File: config.mk
export PLATFORM = sky130hd
export DESIGN_NAME = axis_bypass_top
export DESIGN_NICKNAME = d
export VERILOG_FILES = /design/src/rtl/axis_ctrl_pkg.sv /design/src/rtl/axis_stream_pkg.sv /design/src/rtl/axis_bypass_top.sv /design/src/rtl/axis_path_ctrl.sv /design/src/rtl/axis_reg_slice.sv /design/src/rtl/axis_skid_buffer.sv /design/src/rtl/axis_tlast_advance.sv
export SDC_FILE = /design/constraint.sdc
export NUM_CORES = 1
export LEC_CHECK = 0
export BUFFER_PORTS_ARGS = -buffer_cell sky130_fd_sc_hd__buf_2
export CAP_MARGIN = 40
export CORE_AREA = 5 5 108 185
export DETAILED_ROUTE_END_ITERATION = 8
export DIE_AREA = 0 0 113 190
export GPL_TIMING_DRIVEN = 0
export PLACE_DENSITY = 0.86
export RECOVER_POWER = 25
export SLEW_MARGIN = 0
export SYNTH_ARGS = -nofsm -noshare
export SYNTH_HDL_FRONTEND = slang
export SYNTH_SLANG_ARGS = --single-unit
File: constraint.sdc
create_clock -name axi4s_if_from_tx -period 4.95 [get_ports axi4s_if_from_tx]
set_input_delay 0.2475 -clock axi4s_if_from_tx [delete_from_list [all_inputs] [get_ports axi4s_if_from_tx]]
set_output_delay 0.2475 -clock axi4s_if_from_tx [all_outputs]
set_load 0.005 [all_outputs]
File: src/rtl/axis_ctrl_pkg.sv
// Path selection and control FSM encodings for the bypass datapath
package axis_ctrl_pkg;

    // Datapath currently carrying packets
    typedef enum logic {
        path_block  = 1'b0,
        path_bypass = 1'b1
    } path_sel_t;

    // Packet boundary tracking
    typedef enum logic [1:0] {
        st_idle   = 2'd0,  // boundary, both paths empty
        st_packet = 2'd1,  // mid-packet on current path
        st_drain  = 2'd2   // boundary, paths may still hold beats
    } ctrl_state_t;

endpackage : axis_ctrl_pkg

File: src/rtl/axis_stream_pkg.sv
// Stream beat layout shared by every datapath block and the testbench
package axis_stream_pkg;

    // ==================================================
    // Beat widths
    // ==================================================

    // Bytes carried per beat
    localparam int data_bytes = 8;
    localparam int data_width = data_bytes * 8;

    // ==================================================
    // Beat payload
    // ==================================================

    // One AXI4-Stream beat, handshake kept beside it
    typedef struct packed {
        logic [data_width-1:0] tdata;
        logic [data_bytes-1:0] tkeep;
        logic                  tlast;
    } stream_beat_t;

endpackage : axis_stream_pkg

File: src/rtl/axis_bypass_top.sv
// AXI4-Stream path with input skid buffer, tlast-advance block and bypass slice
`timescale 1ns/1ps

module axis_bypass_top (
    input  logic                          axi4s_if_from_tx,
    input  logic                          aresetn,
    input  logic                          bypass,
    input  axis_stream_pkg::stream_beat_t in_beat,
    input  logic                          in_tvalid,
    output logic                          in_tready,
    output axis_stream_pkg::stream_beat_t out_beat,
    output logic                          out_tvalid,
    input  logic                          out_tready
);

    axis_stream_pkg::stream_beat_t skid_beat;
    logic                          skid_tvalid;
    logic                          skid_tready;

    axis_stream_pkg::stream_beat_t blk_beat;
    logic                          blk_tvalid;
    logic                          blk_tready;
    axis_stream_pkg::stream_beat_t byp_beat;
    logic                          byp_tvalid;
    logic                          byp_tready;

    axis_stream_pkg::stream_beat_t blk_ret_beat;
    logic                          blk_ret_tvalid;
    logic                          blk_ret_tready;
    axis_stream_pkg::stream_beat_t byp_ret_beat;
    logic                          byp_ret_tvalid;
    logic                          byp_ret_tready;
    logic                          blk_busy;

    axis_skid_buffer u_skid (
        .axi4s_if_from_tx (axi4s_if_from_tx),
        .aresetn          (aresetn),
        .in_beat          (in_beat),
        .in_tvalid        (in_tvalid),
        .in_tready        (in_tready),
        .out_beat         (skid_beat),
        .out_tvalid       (skid_tvalid),
        .out_tready       (skid_tready)
    );

    axis_path_ctrl u_ctrl (
        .axi4s_if_from_tx (axi4s_if_from_tx),
        .aresetn          (aresetn),
        .bypass           (bypass),
        .in_beat          (skid_beat),
        .in_tvalid        (skid_tvalid),
        .in_tready        (skid_tready),
        .blk_beat         (blk_beat),
        .blk_tvalid       (blk_tvalid),
        .blk_tready       (blk_tready),
        .byp_beat         (byp_beat),
        .byp_tvalid       (byp_tvalid),
        .byp_tready       (byp_tready),
        .blk_ret_beat     (blk_ret_beat),
        .blk_ret_tvalid   (blk_ret_tvalid),
        .blk_ret_tready   (blk_ret_tready),
        .byp_ret_beat     (byp_ret_beat),
        .byp_ret_tvalid   (byp_ret_tvalid),
        .byp_ret_tready   (byp_ret_tready),
        .blk_busy         (blk_busy),
        .out_beat         (out_beat),
        .out_tvalid       (out_tvalid),
        .out_tready       (out_tready)
    );

    // Block path
    axis_tlast_advance u_adv (
        .axi4s_if_from_tx (axi4s_if_from_tx),
        .aresetn          (aresetn),
        .in_beat          (blk_beat),
        .in_tvalid        (blk_tvalid),
        .in_tready        (blk_tready),
        .out_beat         (blk_ret_beat),
        .out_tvalid       (blk_ret_tvalid),
        .out_tready       (blk_ret_tready),
        .busy             (blk_busy)
    );

    // Bypass path, one register stage
    axis_reg_slice u_byp (
        .axi4s_if_from_tx (axi4s_if_from_tx),
        .aresetn          (aresetn),
        .in_beat          (byp_beat),
        .in_tvalid        (byp_tvalid),
        .in_tready        (byp_tready),
        .out_beat         (byp_ret_beat),
        .out_tvalid       (byp_ret_tvalid),
        .out_tready       (byp_ret_tready)
    );

endmodule : axis_bypass_top

File: src/rtl/axis_path_ctrl.sv
// Packet-boundary path selection and valid/ready steering between block and bypass
`timescale 1ns/1ps

module axis_path_ctrl (
    input  logic                          axi4s_if_from_tx,
    input  logic                          aresetn,
    input  logic                          bypass,
    input  axis_stream_pkg::stream_beat_t in_beat,
    input  logic                          in_tvalid,
    output logic                          in_tready,
    output axis_stream_pkg::stream_beat_t blk_beat,
    output logic                          blk_tvalid,
    input  logic                          blk_tready,
    output axis_stream_pkg::stream_beat_t byp_beat,
    output logic                          byp_tvalid,
    input  logic                          byp_tready,
    input  axis_stream_pkg::stream_beat_t blk_ret_beat,
    input  logic                          blk_ret_tvalid,
    output logic                          blk_ret_tready,
    input  axis_stream_pkg::stream_beat_t byp_ret_beat,
    input  logic                          byp_ret_tvalid,
    output logic                          byp_ret_tready,
    input  logic                          blk_busy,
    output axis_stream_pkg::stream_beat_t out_beat,
    output logic                          out_tvalid,
    input  logic                          out_tready
);

    axis_ctrl_pkg::ctrl_state_t state_q;
    axis_ctrl_pkg::ctrl_state_t state_d;
    axis_ctrl_pkg::path_sel_t   sel_q;
    axis_ctrl_pkg::path_sel_t   cur_path;
    axis_ctrl_pkg::path_sel_t   req_path;
    logic                       accept_en;
    logic                       in_xfer;
    logic                       paths_empty;
    logic                       out_byp;

    assign req_path    = bypass ? axis_ctrl_pkg::path_bypass : axis_ctrl_pkg::path_block;
    assign paths_empty = !blk_ret_tvalid && !blk_busy && !byp_ret_tvalid;

    // ==================================================
    // Input side
    // ==================================================

    // A path change must wait at a boundary until both paths drain
    always_comb begin
        accept_en = 1'b1;
        cur_path  = sel_q;
        case (state_q)
            axis_ctrl_pkg::st_idle:   cur_path = req_path;
            axis_ctrl_pkg::st_packet: accept_en = 1'b1;
            axis_ctrl_pkg::st_drain:  accept_en = (req_path == sel_q);
            default:                  accept_en = 1'b0;
        endcase
    end

    assign blk_beat   = in_beat;
    assign byp_beat   = in_beat;
    assign blk_tvalid = in_tvalid && accept_en && (cur_path == axis_ctrl_pkg::path_block);
    assign byp_tvalid = in_tvalid && accept_en && (cur_path == axis_ctrl_pkg::path_bypass);
    assign in_tready  = accept_en &&
                        ((cur_path == axis_ctrl_pkg::path_bypass) ? byp_tready : blk_tready);
    assign in_xfer    = in_tvalid && in_tready;

    // tlast on an accepted beat marks the next start of packet
    always_comb begin
        state_d = state_q;
        if (in_xfer) begin
            state_d = in_beat.tlast ? axis_ctrl_pkg::st_drain : axis_ctrl_pkg::st_packet;
        end else if (state_q == axis_ctrl_pkg::st_drain && paths_empty) begin
            state_d = axis_ctrl_pkg::st_idle;
        end
    end

    always_ff @(posedge axi4s_if_from_tx or negedge aresetn) begin
        if (!aresetn) begin
            state_q <= axis_ctrl_pkg::st_idle;
            sel_q   <= axis_ctrl_pkg::path_block;
        end else begin
            state_q <= state_d;
            if (in_xfer) begin
                sel_q <= cur_path;
            end
        end
    end

    // ==================================================
    // Output side
    // ==================================================

    // Only the latched path can hold beats
    assign out_byp        = (sel_q == axis_ctrl_pkg::path_bypass);
    assign out_beat       = out_byp ? byp_ret_beat : blk_ret_beat;
    assign out_tvalid     = out_byp ? byp_ret_tvalid : blk_ret_tvalid;
    assign byp_ret_tready = out_byp && out_tready;
    assign blk_ret_tready = !out_byp && out_tready;

endmodule : axis_path_ctrl

File: src/rtl/axis_reg_slice.sv
// Single-stage valid/ready register slice
`timescale 1ns/1ps

module axis_reg_slice (
    input  logic                          axi4s_if_from_tx,
    input  logic                          aresetn,
    input  axis_stream_pkg::stream_beat_t in_beat,
    input  logic                          in_tvalid,
    output logic                          in_tready,
    output axis_stream_pkg::stream_beat_t out_beat,
    output logic                          out_tvalid,
    input  logic                          out_tready
);

    logic                          valid_q;
    axis_stream_pkg::stream_beat_t beat_q;
    logic                          load;

    // Empty, or the held beat leaves this cycle
    assign in_tready = !valid_q || out_tready;
    assign load      = in_tvalid && in_tready;

    always_ff @(posedge axi4s_if_from_tx or negedge aresetn) begin
        if (!aresetn) begin
            valid_q <= 1'b0;
        end else if (load) begin
            valid_q <= 1'b1;
        end else if (out_tready) begin
            valid_q <= 1'b0;
        end
    end

    // Payload register
    always_ff @(posedge axi4s_if_from_tx) begin
        if (load) begin
            beat_q <= in_beat;
        end
    end

    assign out_tvalid = valid_q;
    assign out_beat   = beat_q;

endmodule : axis_reg_slice

File: src/rtl/axis_skid_buffer.sv
// Input skid buffer with registered upstream ready and first-word fall-through
`timescale 1ns/1ps

module axis_skid_buffer (
    input  logic                          axi4s_if_from_tx,
    input  logic                          aresetn,
    input  axis_stream_pkg::stream_beat_t in_beat,
    input  logic                          in_tvalid,
    output logic                          in_tready,
    output axis_stream_pkg::stream_beat_t out_beat,
    output logic                          out_tvalid,
    input  logic                          out_tready
);

    logic                          out_tready_q;
    logic                          hold_valid;
    axis_stream_pkg::stream_beat_t hold_beat;
    logic                          fwft;
    logic                          tready_falling;
    logic                          sample_en;

    // Downstream ready, one cycle late
    always_ff @(posedge axi4s_if_from_tx or negedge aresetn) begin
        if (!aresetn) begin
            out_tready_q <= 1'b0;
        end else begin
            out_tready_q <= out_tready;
        end
    end

    // First beat may enter while downstream was stalled and sample is free
    assign fwft           = in_tvalid && !hold_valid && !out_tready_q;
    assign tready_falling = out_tready_q && !out_tready;

    // Capture the beat in flight when downstream stops taking it
    assign sample_en = tready_falling || (fwft && !out_tready);

    assign in_tready = out_tready_q || fwft;

    always_ff @(posedge axi4s_if_from_tx or negedge aresetn) begin
        if (!aresetn) begin
            hold_valid <= 1'b0;
        end else if (out_tready && hold_valid) begin
            hold_valid <= 1'b0;
        end else if (sample_en) begin
            hold_valid <= in_tvalid;
        end
    end

    always_ff @(posedge axi4s_if_from_tx) begin
        if (sample_en) begin
            hold_beat <= in_beat;
        end
    end

    // Sample register wins over the live input
    always_comb begin
        if (hold_valid) begin
            out_tvalid = 1'b1;
            out_beat   = hold_beat;
        end else begin
            out_tvalid = in_tvalid;
            out_beat   = in_beat;
        end
    end

endmodule : axis_skid_buffer

File: src/rtl/axis_tlast_advance.sv
// Drops the zero-keep trailing beat left by packet joining and moves tlast forward
`timescale 1ns/1ps

module axis_tlast_advance (
    input  logic                          axi4s_if_from_tx,
    input  logic                          aresetn,
    input  axis_stream_pkg::stream_beat_t in_beat,
    input  logic                          in_tvalid,
    output logic                          in_tready,
    output axis_stream_pkg::stream_beat_t out_beat,
    output logic                          out_tvalid,
    input  logic                          out_tready,
    output logic                          busy
);

    logic                          first_q;
    logic                          skip_q;
    logic                          adv_tlast;
    logic                          release_en;
    logic                          slice_in_tvalid;
    logic                          slice_in_tready;
    axis_stream_pkg::stream_beat_t slice_out_beat;
    logic                          slice_out_tvalid;
    logic                          slice_out_tready;

    // Empty trailing beat, never the first beat of its packet
    assign adv_tlast = in_tvalid && in_beat.tlast && (in_beat.tkeep == '0) && !first_q;

    // Dropped beat never enters the slice
    assign slice_in_tvalid = in_tvalid && !adv_tlast;
    assign in_tready       = slice_in_tready;

    axis_reg_slice u_slice (
        .axi4s_if_from_tx (axi4s_if_from_tx),
        .aresetn          (aresetn),
        .in_beat          (in_beat),
        .in_tvalid        (slice_in_tvalid),
        .in_tready        (slice_in_tready),
        .out_beat         (slice_out_beat),
        .out_tvalid       (slice_out_tvalid),
        .out_tready       (slice_out_tready)
    );

    // Held beat waits for its successor unless it already ends the packet
    assign release_en       = !skip_q || in_tvalid;
    assign slice_out_tready = out_tready && release_en;
    assign out_tvalid       = slice_out_tvalid && release_en;
    assign busy             = slice_out_tvalid;

    always_comb begin
        out_beat       = slice_out_beat;
        out_beat.tlast = slice_out_beat.tlast || adv_tlast;
    end

    // Start of packet, from accepted beats
    always_ff @(posedge axi4s_if_from_tx or negedge aresetn) begin
        if (!aresetn) begin
            first_q <= 1'b1;
        end else if (in_tvalid && in_tready) begin
            first_q <= in_beat.tlast;
        end
    end

    always_ff @(posedge axi4s_if_from_tx or negedge aresetn) begin
        if (!aresetn) begin
            skip_q <= 1'b0;
        end else if (slice_in_tvalid && slice_in_tready) begin
            skip_q <= !in_beat.tlast;
        end else if (slice_out_tvalid && slice_out_tready) begin
            skip_q <= 1'b0;
        end
    end

endmodule : axis_tlast_advance
==> results.md, run 1 <==
- Setup repair after global routing missed its margin: false
- R2r endpoint: u_skid.hold_beat[46]
- Sequential area share after synthesis: 0.761
- Largest driver fanout on the critical path: 29
- Routed wire length: 20,000 um
- Filler Cells Inserted: 1,293
- Tightest hold margin: 0.126 ns
- Top-count cell post-synth: edfxtp_1
- Fraction of registers with async set/reset: 0.0395
- Number of buffers created by CTS: 20
- Net count of the mapped netlist: 535
- CP Class: reg -> reg
- CP startpoint kind: flip-flop
- Share of post-route cells with drive strength above 1: 0.369
- Final weighted congestion in routability-driven placement: 0.844
- Ys Warns: 0
- Via count of the first global-routing pass: 5,671
- Buffer cell driving the clock tree root: clkbuf_16
- Number of standard-cell rows in the floorplan: 66
- Mean post-synth cell area: 19.6 um2
- Remaining routing DRC violations: 0
- DR vias: 5,125
- Maximum clock frequency: 0.330 GHz
- H-tree level count: 1
- Global router's overall resource usage: 0.184
- Cells after Synth: 457
- Power per standard cell area: 644 nW/um2
- Final Net Count: 790
- Initial antenna violation count: 0
- Port Buffers: 152
- Fin crit period: 3.03 ns
- Area enclosed by the die boundary: 21,500 um2
- Non-filler cells, final: 957
- Largest clock skew in the final design: 0.0108 ns
- Area growth from synthesis to layout: 26.9%
- Commonest cells in the synthesized netlist: edfxtp_1, mux2_2, buf_2
- Leakage component of the power: 3.98 nW
- Setup crit end kind: flip-flop
- Count of endpoints failing hold in the final timing report: 0
- Data arrival time of the critical path: 3.21 ns
- Number of instances on the worst hold path: 3
- Number of search-and-repair iterations in the first detailed-routing pass: 4
- Clock Pin Slew Worst Setup and Hold Paths: 0.06 ns
- Drt wl/cell: 20.9 um
- Setup violation total in the final timing report: 0
- Cell types occupying the most area after synthesis: edfxtp_1, mux2_2, dfrtp_1
- Share of the cycle needed by the critical path after routing: 0.613
- Antenna diode count: 0
- First-pass GRT wire length: 30,700 um
- # Post-CTS Setup Buffers: 0
- Worst skew pair latency: 0.48 ns
- R2R Path Start: u_skid.hold_valid
- Post-synthesis instance area: 8940 um2
- Global route total overflow: 0
- TritonCTS sink count: 228
- Worst Hold Path EP: u_skid.hold_valid
- Yosys reg bits: 228
- Minimum setup slack among reg-to-reg paths: 1.92 ns
- Hold/Removal Path Class: in -> reg
- Clock Tree Buf Depth: 3
- Number of cells upsized or downsized after cts: 0
- Actual slew at the worst max-slew pin: 0.903 ns
- Ys flop type: edfxtp_1
- Hold Crit Start: in_tvalid
- Post-route ant nets: 0
- Starting density of the core: 0.486
- Post-synthesis cell type count: 40
- Worst voltage drop across the vdd grid: 656 uV
- Data required time of the worst path: 5.13 ns
- Ratio of routed vias to standard cells: 5.36
- Post-synth top area cell: edfxtp_1
- Starting DRT DRC Count: 230
- Number of max-slew violations in the final report: 0
- CTS tree: done
- Number of placed instances, taps included: 854
- Half-perimeter wire length of the detailed placement result: 13,100 um
- Chip Width: 113 um
- Top cell type's share of synthesized area: 0.735
- EDFF count, synth: 219
- Die extent in y: 190 um
- Result of the run: finished, final reports clean
- Core ar.: 18,400 um2
- Number of cells traversed by the worst register-to-register path: 6
- Headroom to the max-slew limit: 0.396
- Maximum number of pins on one net before global-route repair: 30
- Top-level port count: 153
- Count of maximum capacitance violations: 0
what timing repair did:
action                     CTS  global route
hold buffers                74             0
setup endpoints to repair    0             0
hold endpoints to repair    82             0
cells in the final DEF (no fill, tap or decap), types with 2 or more instances in the layout:
master	instances
edfxtp_1	219
mux2_2	136
buf_2	91
clkbuf_1	78
dlygate4sd3_1	74
clkbuf_16	21
inv_1	10
mux2_1	9
o21ai_0	8
dfrtp_1	8
a21oi_1	6
nor4_1	5
clkinv_1	5
buf_12	5
nor2_1	4
nand2_1	3
clkinv_2	3
buf_1	2
mux2i_1	2
nand3_1	2
a211oi_1	2
o211ai_1	2
nor2b_4	2
buf_16	2
sequential cells by signal, summed over array words and instances (netlist names), 2 cells and up:
| register | count |
|---|---|
| u_ctrl.state_q | 2 |
| u_adv.u_slice.out_beat | 73 |
| u_skid.hold_beat | 73 |
| u_byp.out_beat | 73 |
where the power goes:
part / total (W) / internal, W / switching (W)
Clock: 0.00138 / 0.000756 / 0.000624
Sequential: 0.00342 / 0.00320 / 0.000216
Combinational: 0.00250 / 0.00113 / 0.00138
Total: 0.00730 / 0.00509 / 0.00222
metrics by stage:
step                      TNS [ns]  total power (W)  area, um2  utilization  worst slack [ns]
after floorplan                  0          0.00492       8940            -            0.0538
final                            0          0.00730      11300        0.616              1.92
after CTS                        0          0.00739      11500        0.623              1.99
after global routing             0          0.00765      11300        0.616              1.79
after global placement     -383.64          0.00547      10000        0.543             -1.84
after detailed placement         0          0.00595      10200        0.553              2.10
per-layer routing:
layer	global-route usage	vias to the layer above	wire [um]
li1	-	2292	-
met1	0.194	2574	6780
met2	0.351	196	11300
met3	0.0286	63	1070
met4	0.0828	0	795
met5	0	-	0
logic make-up after synthesis:
group           count (synthesis)  share of synthesized area
compound gates                 26                     0.0194
flops                         228                      0.761
buf+inv                        29                     0.0148
simple gates                   26                     0.0186
mux                           148                      0.186
area by class of cell:
| type | count | area (um2) | area share |
|---|---|---|---|
| multi-input cells | 200 | 2000 | 0.176 |
| inverters | 10 | 37.5 | 0.00331 |
| repair buffers | 233 | 1570 | 0.138 |
| clock inverters | 8 | 33.8 | 0.00298 |
| flip-flops and latches | 228 | 6800 | 0.600 |
| clock buffers | 21 | 526 | 0.0463 |
| well taps | 238 | 298 | 0.0262 |
| plain buffers | 19 | 82.6 | 0.00728 |
critical path: stages (launching register included):
cell	delay, ns
dfrtp_1	0.36
clkbuf_1	0.16
clkbuf_1	0.43
o21ai_0	0.47
nor2b_4	0.78
buf_12	0.28
buf_12	0.22
worst max path at each step:
| stage | start | endpoint | slack [ns] | depth (start not counted) |
|---|---|---|---|---|
| after global routing | u_skid.hold_valid | u_skid.hold_beat[49] | 1.79 | 6 |
| after CTS | u_skid.hold_valid | u_skid.hold_beat[46] | 1.99 | 6 |
| after detailed placement | u_skid.hold_valid | u_skid.hold_beat[42] | 2.10 | 6 |
| after global placement | u_skid.hold_valid | u_skid.hold_beat[42] | -1.84 | 4 |
| after floorplan | u_ctrl.state_q[1] | u_adv.u_slice.out_beat[0] | 0.05 | 4 |
| final | u_skid.hold_valid | u_skid.hold_beat[46] | 1.92 | 6 |
(Power assumes the default switching activity.)
==> run 2: changes to the inputs <==
--- a/config.mk
+++ b/config.mk
@@ -5,11 +5,12 @@
 export SDC_FILE = /design/constraint.sdc
 export NUM_CORES = 1
 export LEC_CHECK = 0
+export ABC_AREA = 1
 export BUFFER_PORTS_ARGS = -buffer_cell sky130_fd_sc_hd__buf_2
 export CAP_MARGIN = 40
-export CORE_AREA = 5 5 108 185
+export CORE_AREA = 5 5 107 185
 export DETAILED_ROUTE_END_ITERATION = 8
-export DIE_AREA = 0 0 113 190
+export DIE_AREA = 0 0 112 190
 export GPL_TIMING_DRIVEN = 0
 export PLACE_DENSITY = 0.86
 export RECOVER_POWER = 25
==> constraint.sdc (replaced) <==
create_clock -name axi4s_if_from_tx -period 2.62 [get_ports axi4s_if_from_tx]
set_input_delay 0.131 -clock axi4s_if_from_tx [delete_from_list [all_inputs] [get_ports axi4s_if_from_tx]]
set_output_delay 0.131 -clock axi4s_if_from_tx [all_outputs]
set_load 0.005 [all_outputs]
==> results.md, run 2 <==
- Result of the run: finished, final reports clean
- Fraction of registers with async set/reset: 0.0395 (unchanged)
- Minimum setup slack among reg-to-reg paths: 0.17 ns (-1.75 ns)
- Port Buffers: 152 (unchanged)
- Tightest hold margin: 0.108 ns (-0.0177 ns)
- Global route total overflow: 0 (unchanged)
- DR vias: 6,236 (+22%)
- Actual slew at the worst max-slew pin: 0.817 ns (-0.0865 ns)
- Combinational cell fraction of total power: 0.332 (-0.011)
- Setup violation total in the final timing report: 0 (unchanged)
- Filler Cells Inserted: 1,363 (+5.4%)
- Ratio of routed vias to standard cells: 4.90 (-8.5%)
- Starting density of the core: 0.488 (+0.00268)
- R2r endpoint: u_adv.u_slice.out_beat[64]
- Cell types occupying the most area after synthesis: edfxtp_1, nand2_1, dfrtp_1
- Setup repair after global routing missed its margin: false
- Mean post-synth cell area: 11.6 um2 (-41%)
- Area used by sequential logic in the layout: 6800 um2 (unchanged)
- Cells after Synth: 766 (+68%)
- Worst voltage drop across the vdd grid: 630 uV (-3.9%)
- Clock Pin Slew Worst Setup and Hold Paths: 0.07 ns (about the same)
- DP Area: 10,100 um2 (-0.36%)
- Maximum number of pins on one net before global-route repair: 45 (+50%)
- Buffer cell driving the clock tree root: clkbuf_16
- Post-synth top area cell: edfxtp_1
- Chip Width: 112 um (-0.88%)
- Sequential area share after synthesis: 0.763 (+0.00267)
- Routed wire length: 20,600 um (+3.0%)
- CTS tree: done
- H-tree level count: 1 (unchanged)
- Ys Warns: 0 (unchanged)
- Core ar.: 18,300 um2 (-0.90%)
- Share of the cycle needed by the critical path after routing: 0.936 (+0.323)
- Internal power component: 0.00923 W (+82%)
- Number of cells traversed by the worst register-to-register path: 9 (+3)
- Clock Tree Buf Depth: 3 (unchanged)
- Initial antenna violation count: 0 (unchanged)
- Largest clock skew in the final design: 0.0134 ns (+0.00260 ns)
- Global router's overall resource usage: 0.193 (+0.00960)
- CP Class: reg -> reg
- Post-synthesis cell type count: 26 (-35%)
- Starting DRT DRC Count: 309 (+34%)
- Post-synthesis instance area: 8910 um2 (-0.35%)
- Data required time of the worst path: 2.79 ns (-2.34 ns)
- Sequence of cells on the critical path: inv_2 > or2_0 > o21ai_0 > nand4_1 > nor2_2 > nor2_1 > nand2_2 > inv_6 > buf_16
- CP startpoint kind: flip-flop
- Count of maximum capacitance violations: 0 (unchanged)
- Fin area: 11,500 um2 (+0.97%)
- Final Net Count: 1,099 (+39%)
- Switching power: 0.00463 W (+110%)
- Worst path bufs/invs: 3 (-1)
- Sum of negative setup slack: 0 ns (unchanged)
- Delay-heaviest family, CP: buffers and inverters
- Via count of the first global-routing pass: 6,467 (+14%)
- Top cell type's share of synthesized area: 0.738 (+0.00258)
- Slowest cell on the critical path: dfrtp_1
- Leakage component of the power: 4.80 nW (+21%)
- Data arrival time of the critical path: 2.62 ns (-0.59 ns)
- Top-count cell post-synth: nand2_1
- Most common library cell in the layout ignoring fill and taps: nand2_1
- TritonCTS sink count: 228 (unchanged)
- Worst skew pair latency: 0.48 ns (about the same)
- Die extent in y: 190 um (unchanged)
- Switching part of the total power: 0.334 (+0.0306)
- Post-route ant nets: 0 (unchanged)
- Multi-input combinational cell area: 1930 um2 (-3.5%)
- Area enclosed by the die boundary: 21,300 um2 (-0.88%)
- CP max stage delay: 0.45 ns (-0.33 ns)
- Power per standard cell area: 1210 nW/um2 (+88%)
- Most frequent cells in the layout: nand2_1, edfxtp_1, clkbuf_1
- Count of endpoints failing hold in the final timing report: 0 (unchanged)
- Ys flop type: edfxtp_1
- Number of buffers created by CTS: 20 (unchanged)
- Number of max-slew violations in the final report: 0 (unchanged)
- Half-perimeter wire length of the detailed placement result: 13,700 um (+4.0%)
- Fin crit period: 2.45 ns (-0.580 ns)
- EDFF count, synth: 219 (unchanged)
- Share of post-route cells with drive strength above 1: 0.138 (-0.230)
- Fraction of power consumed by sequential logic: 0.461 (-0.007)
- Hold/Removal Path Class: in -> async
- Remaining routing DRC violations: 0 (unchanged)
- Net count of the mapped netlist: 844 (+58%)
- Number of search-and-repair iterations in the first detailed-routing pass: 4 (unchanged)
- First-pass GRT wire length: 32,600 um (+6.1%)
- Antenna diode count: 0 (unchanged)
- R2R Path Start: u_skid.hold_valid
- Headroom to the max-slew limit: 0.455 (+0.0599)
- Part of the power in the clock network: 0.207 (+0.018)
- Drt wl/cell: 16.2 um (-23%)
- Yosys reg bits: 228 (unchanged)
- Area growth from synthesis to layout: 28.6%
- Commonest cells in the synthesized netlist: nand2_1, edfxtp_1, clkbuf_1
- Number of standard-cell rows in the floorplan: 66 (unchanged)
- Largest driver fanout on the critical path: 44 (+52%)
- Maximum clock frequency: 0.408 GHz (+24%)
- Final weighted congestion in routability-driven placement: 0.754 (-11%)
- Top-level port count: 153 (unchanged)
- Setup crit end kind: flip-flop
## run 2: cell count changes after synthesis, moves of 4 or more
cell / previous run / this run
buf_2: 13 / 1
nor2_1: 4 / 10
nand2_1: 3 / 442
mux2_2: 145 / 0
inv_1: 10 / 17
nor4_1: 4 / 0
inv_2: 0 / 4
clkbuf_1: 3 / 27
## run 2: worst reg2reg max path, cell delays in order, from the launching register on
cell and delay, ns:
dfrtp_1 0.45, inv_2 0.35, or2_0 0.16, o21ai_0 0.11, nand4_1 0.15, nor2_2 0.06
nor2_1 0.16, nand2_2 0.11, inv_6 0.27, buf_16 0.28
## run 2: logic make-up after synthesis
kind of cell / after synthesis / share of synthesized area
AO/OA/AOI/OAI: 15 / 0.00927
AND/OR/NAND/NOR: 471 / 0.205
flip-flops: 228 / 0.763
buffers and inverters: 52 / 0.0229
## run 2: per-layer routing
layer | GRT usage | vias up | routed length [um]
met5 | 0 | - | 0
met4 | 0.0842 | 0 | 816
li1 | - | 3034 | -
met3 | 0.0280 | 56 | 931
met1 | 0.209 | 2953 | 7560
met2 | 0.369 | 193 | 11300
## run 2: metrics by stage
step,total power (W),instances,setup WS (ns),util
2_1_floorplan,0.00890,766,-0.106,-
3_3_place_gp,0.0105,1156,-1.14,0.548
3_5_place_dp,0.0110,1162,-0.0580,0.556
4_1_cts,0.0140,1272,0.0735,0.632
5_1_grt,0.0147,1272,0.00681,0.628
6_report,0.0139,1272,0.168,0.628
## run 2: worst max-delay path by stage
| stage | start | to | slack (ns) | depth (start not counted) |
|---|---|---|---|---|
| after floorplan | u_ctrl.out_byp | u_skid.hold_beat[0] | -0.11 | 11 |
| after global placement | u_skid.hold_valid | u_skid.hold_beat[60] | -1.14 | 4 |
| after detailed placement | u_skid.hold_valid | u_skid.hold_beat[60] | -0.06 | 6 |
| after CTS | u_skid.hold_valid | u_adv.u_slice.out_beat[4] | 0.07 | 10 |
| after global routing | u_skid.hold_valid | u_adv.u_slice.out_beat[65] | 0.007 | 9 |
| final | u_skid.hold_valid | u_adv.u_slice.out_beat[64] | 0.17 | 9 |
## run 2: layout make-up
type | instances | area share
sequential | 228 | 0.594
clock inverter | 11 | 0.00885
timing repair buffer | 234 | 0.138
buffer | 30 | 0.0107
multi-input combinational | 486 | 0.168
inverter | 21 | 0.00732
tap | 238 | 0.0260
clock buffer | 24 | 0.0468
## run 2: repair_timing
item,4_1_cts,5_1_grt
buffers inserted,0,0
hold buffers,76,0
endpoints found under the setup margin,40,50
hold endpoints to repair,220,0
resized for setup,1,3
## run 2: power by group through the flow
stage	Combinational, W	Clock, W	Sequential [W]
3_3_place_gp	0.00404	0	0.00647
3_5_place_dp	0.00456	0	0.00644
5_1_grt	0.00515	0.00308	0.00650
2_1_floorplan	0.00249	0	0.00640
4_1_cts	0.00467	0.00292	0.00637
6_report	0.00461	0.00287	0.00639
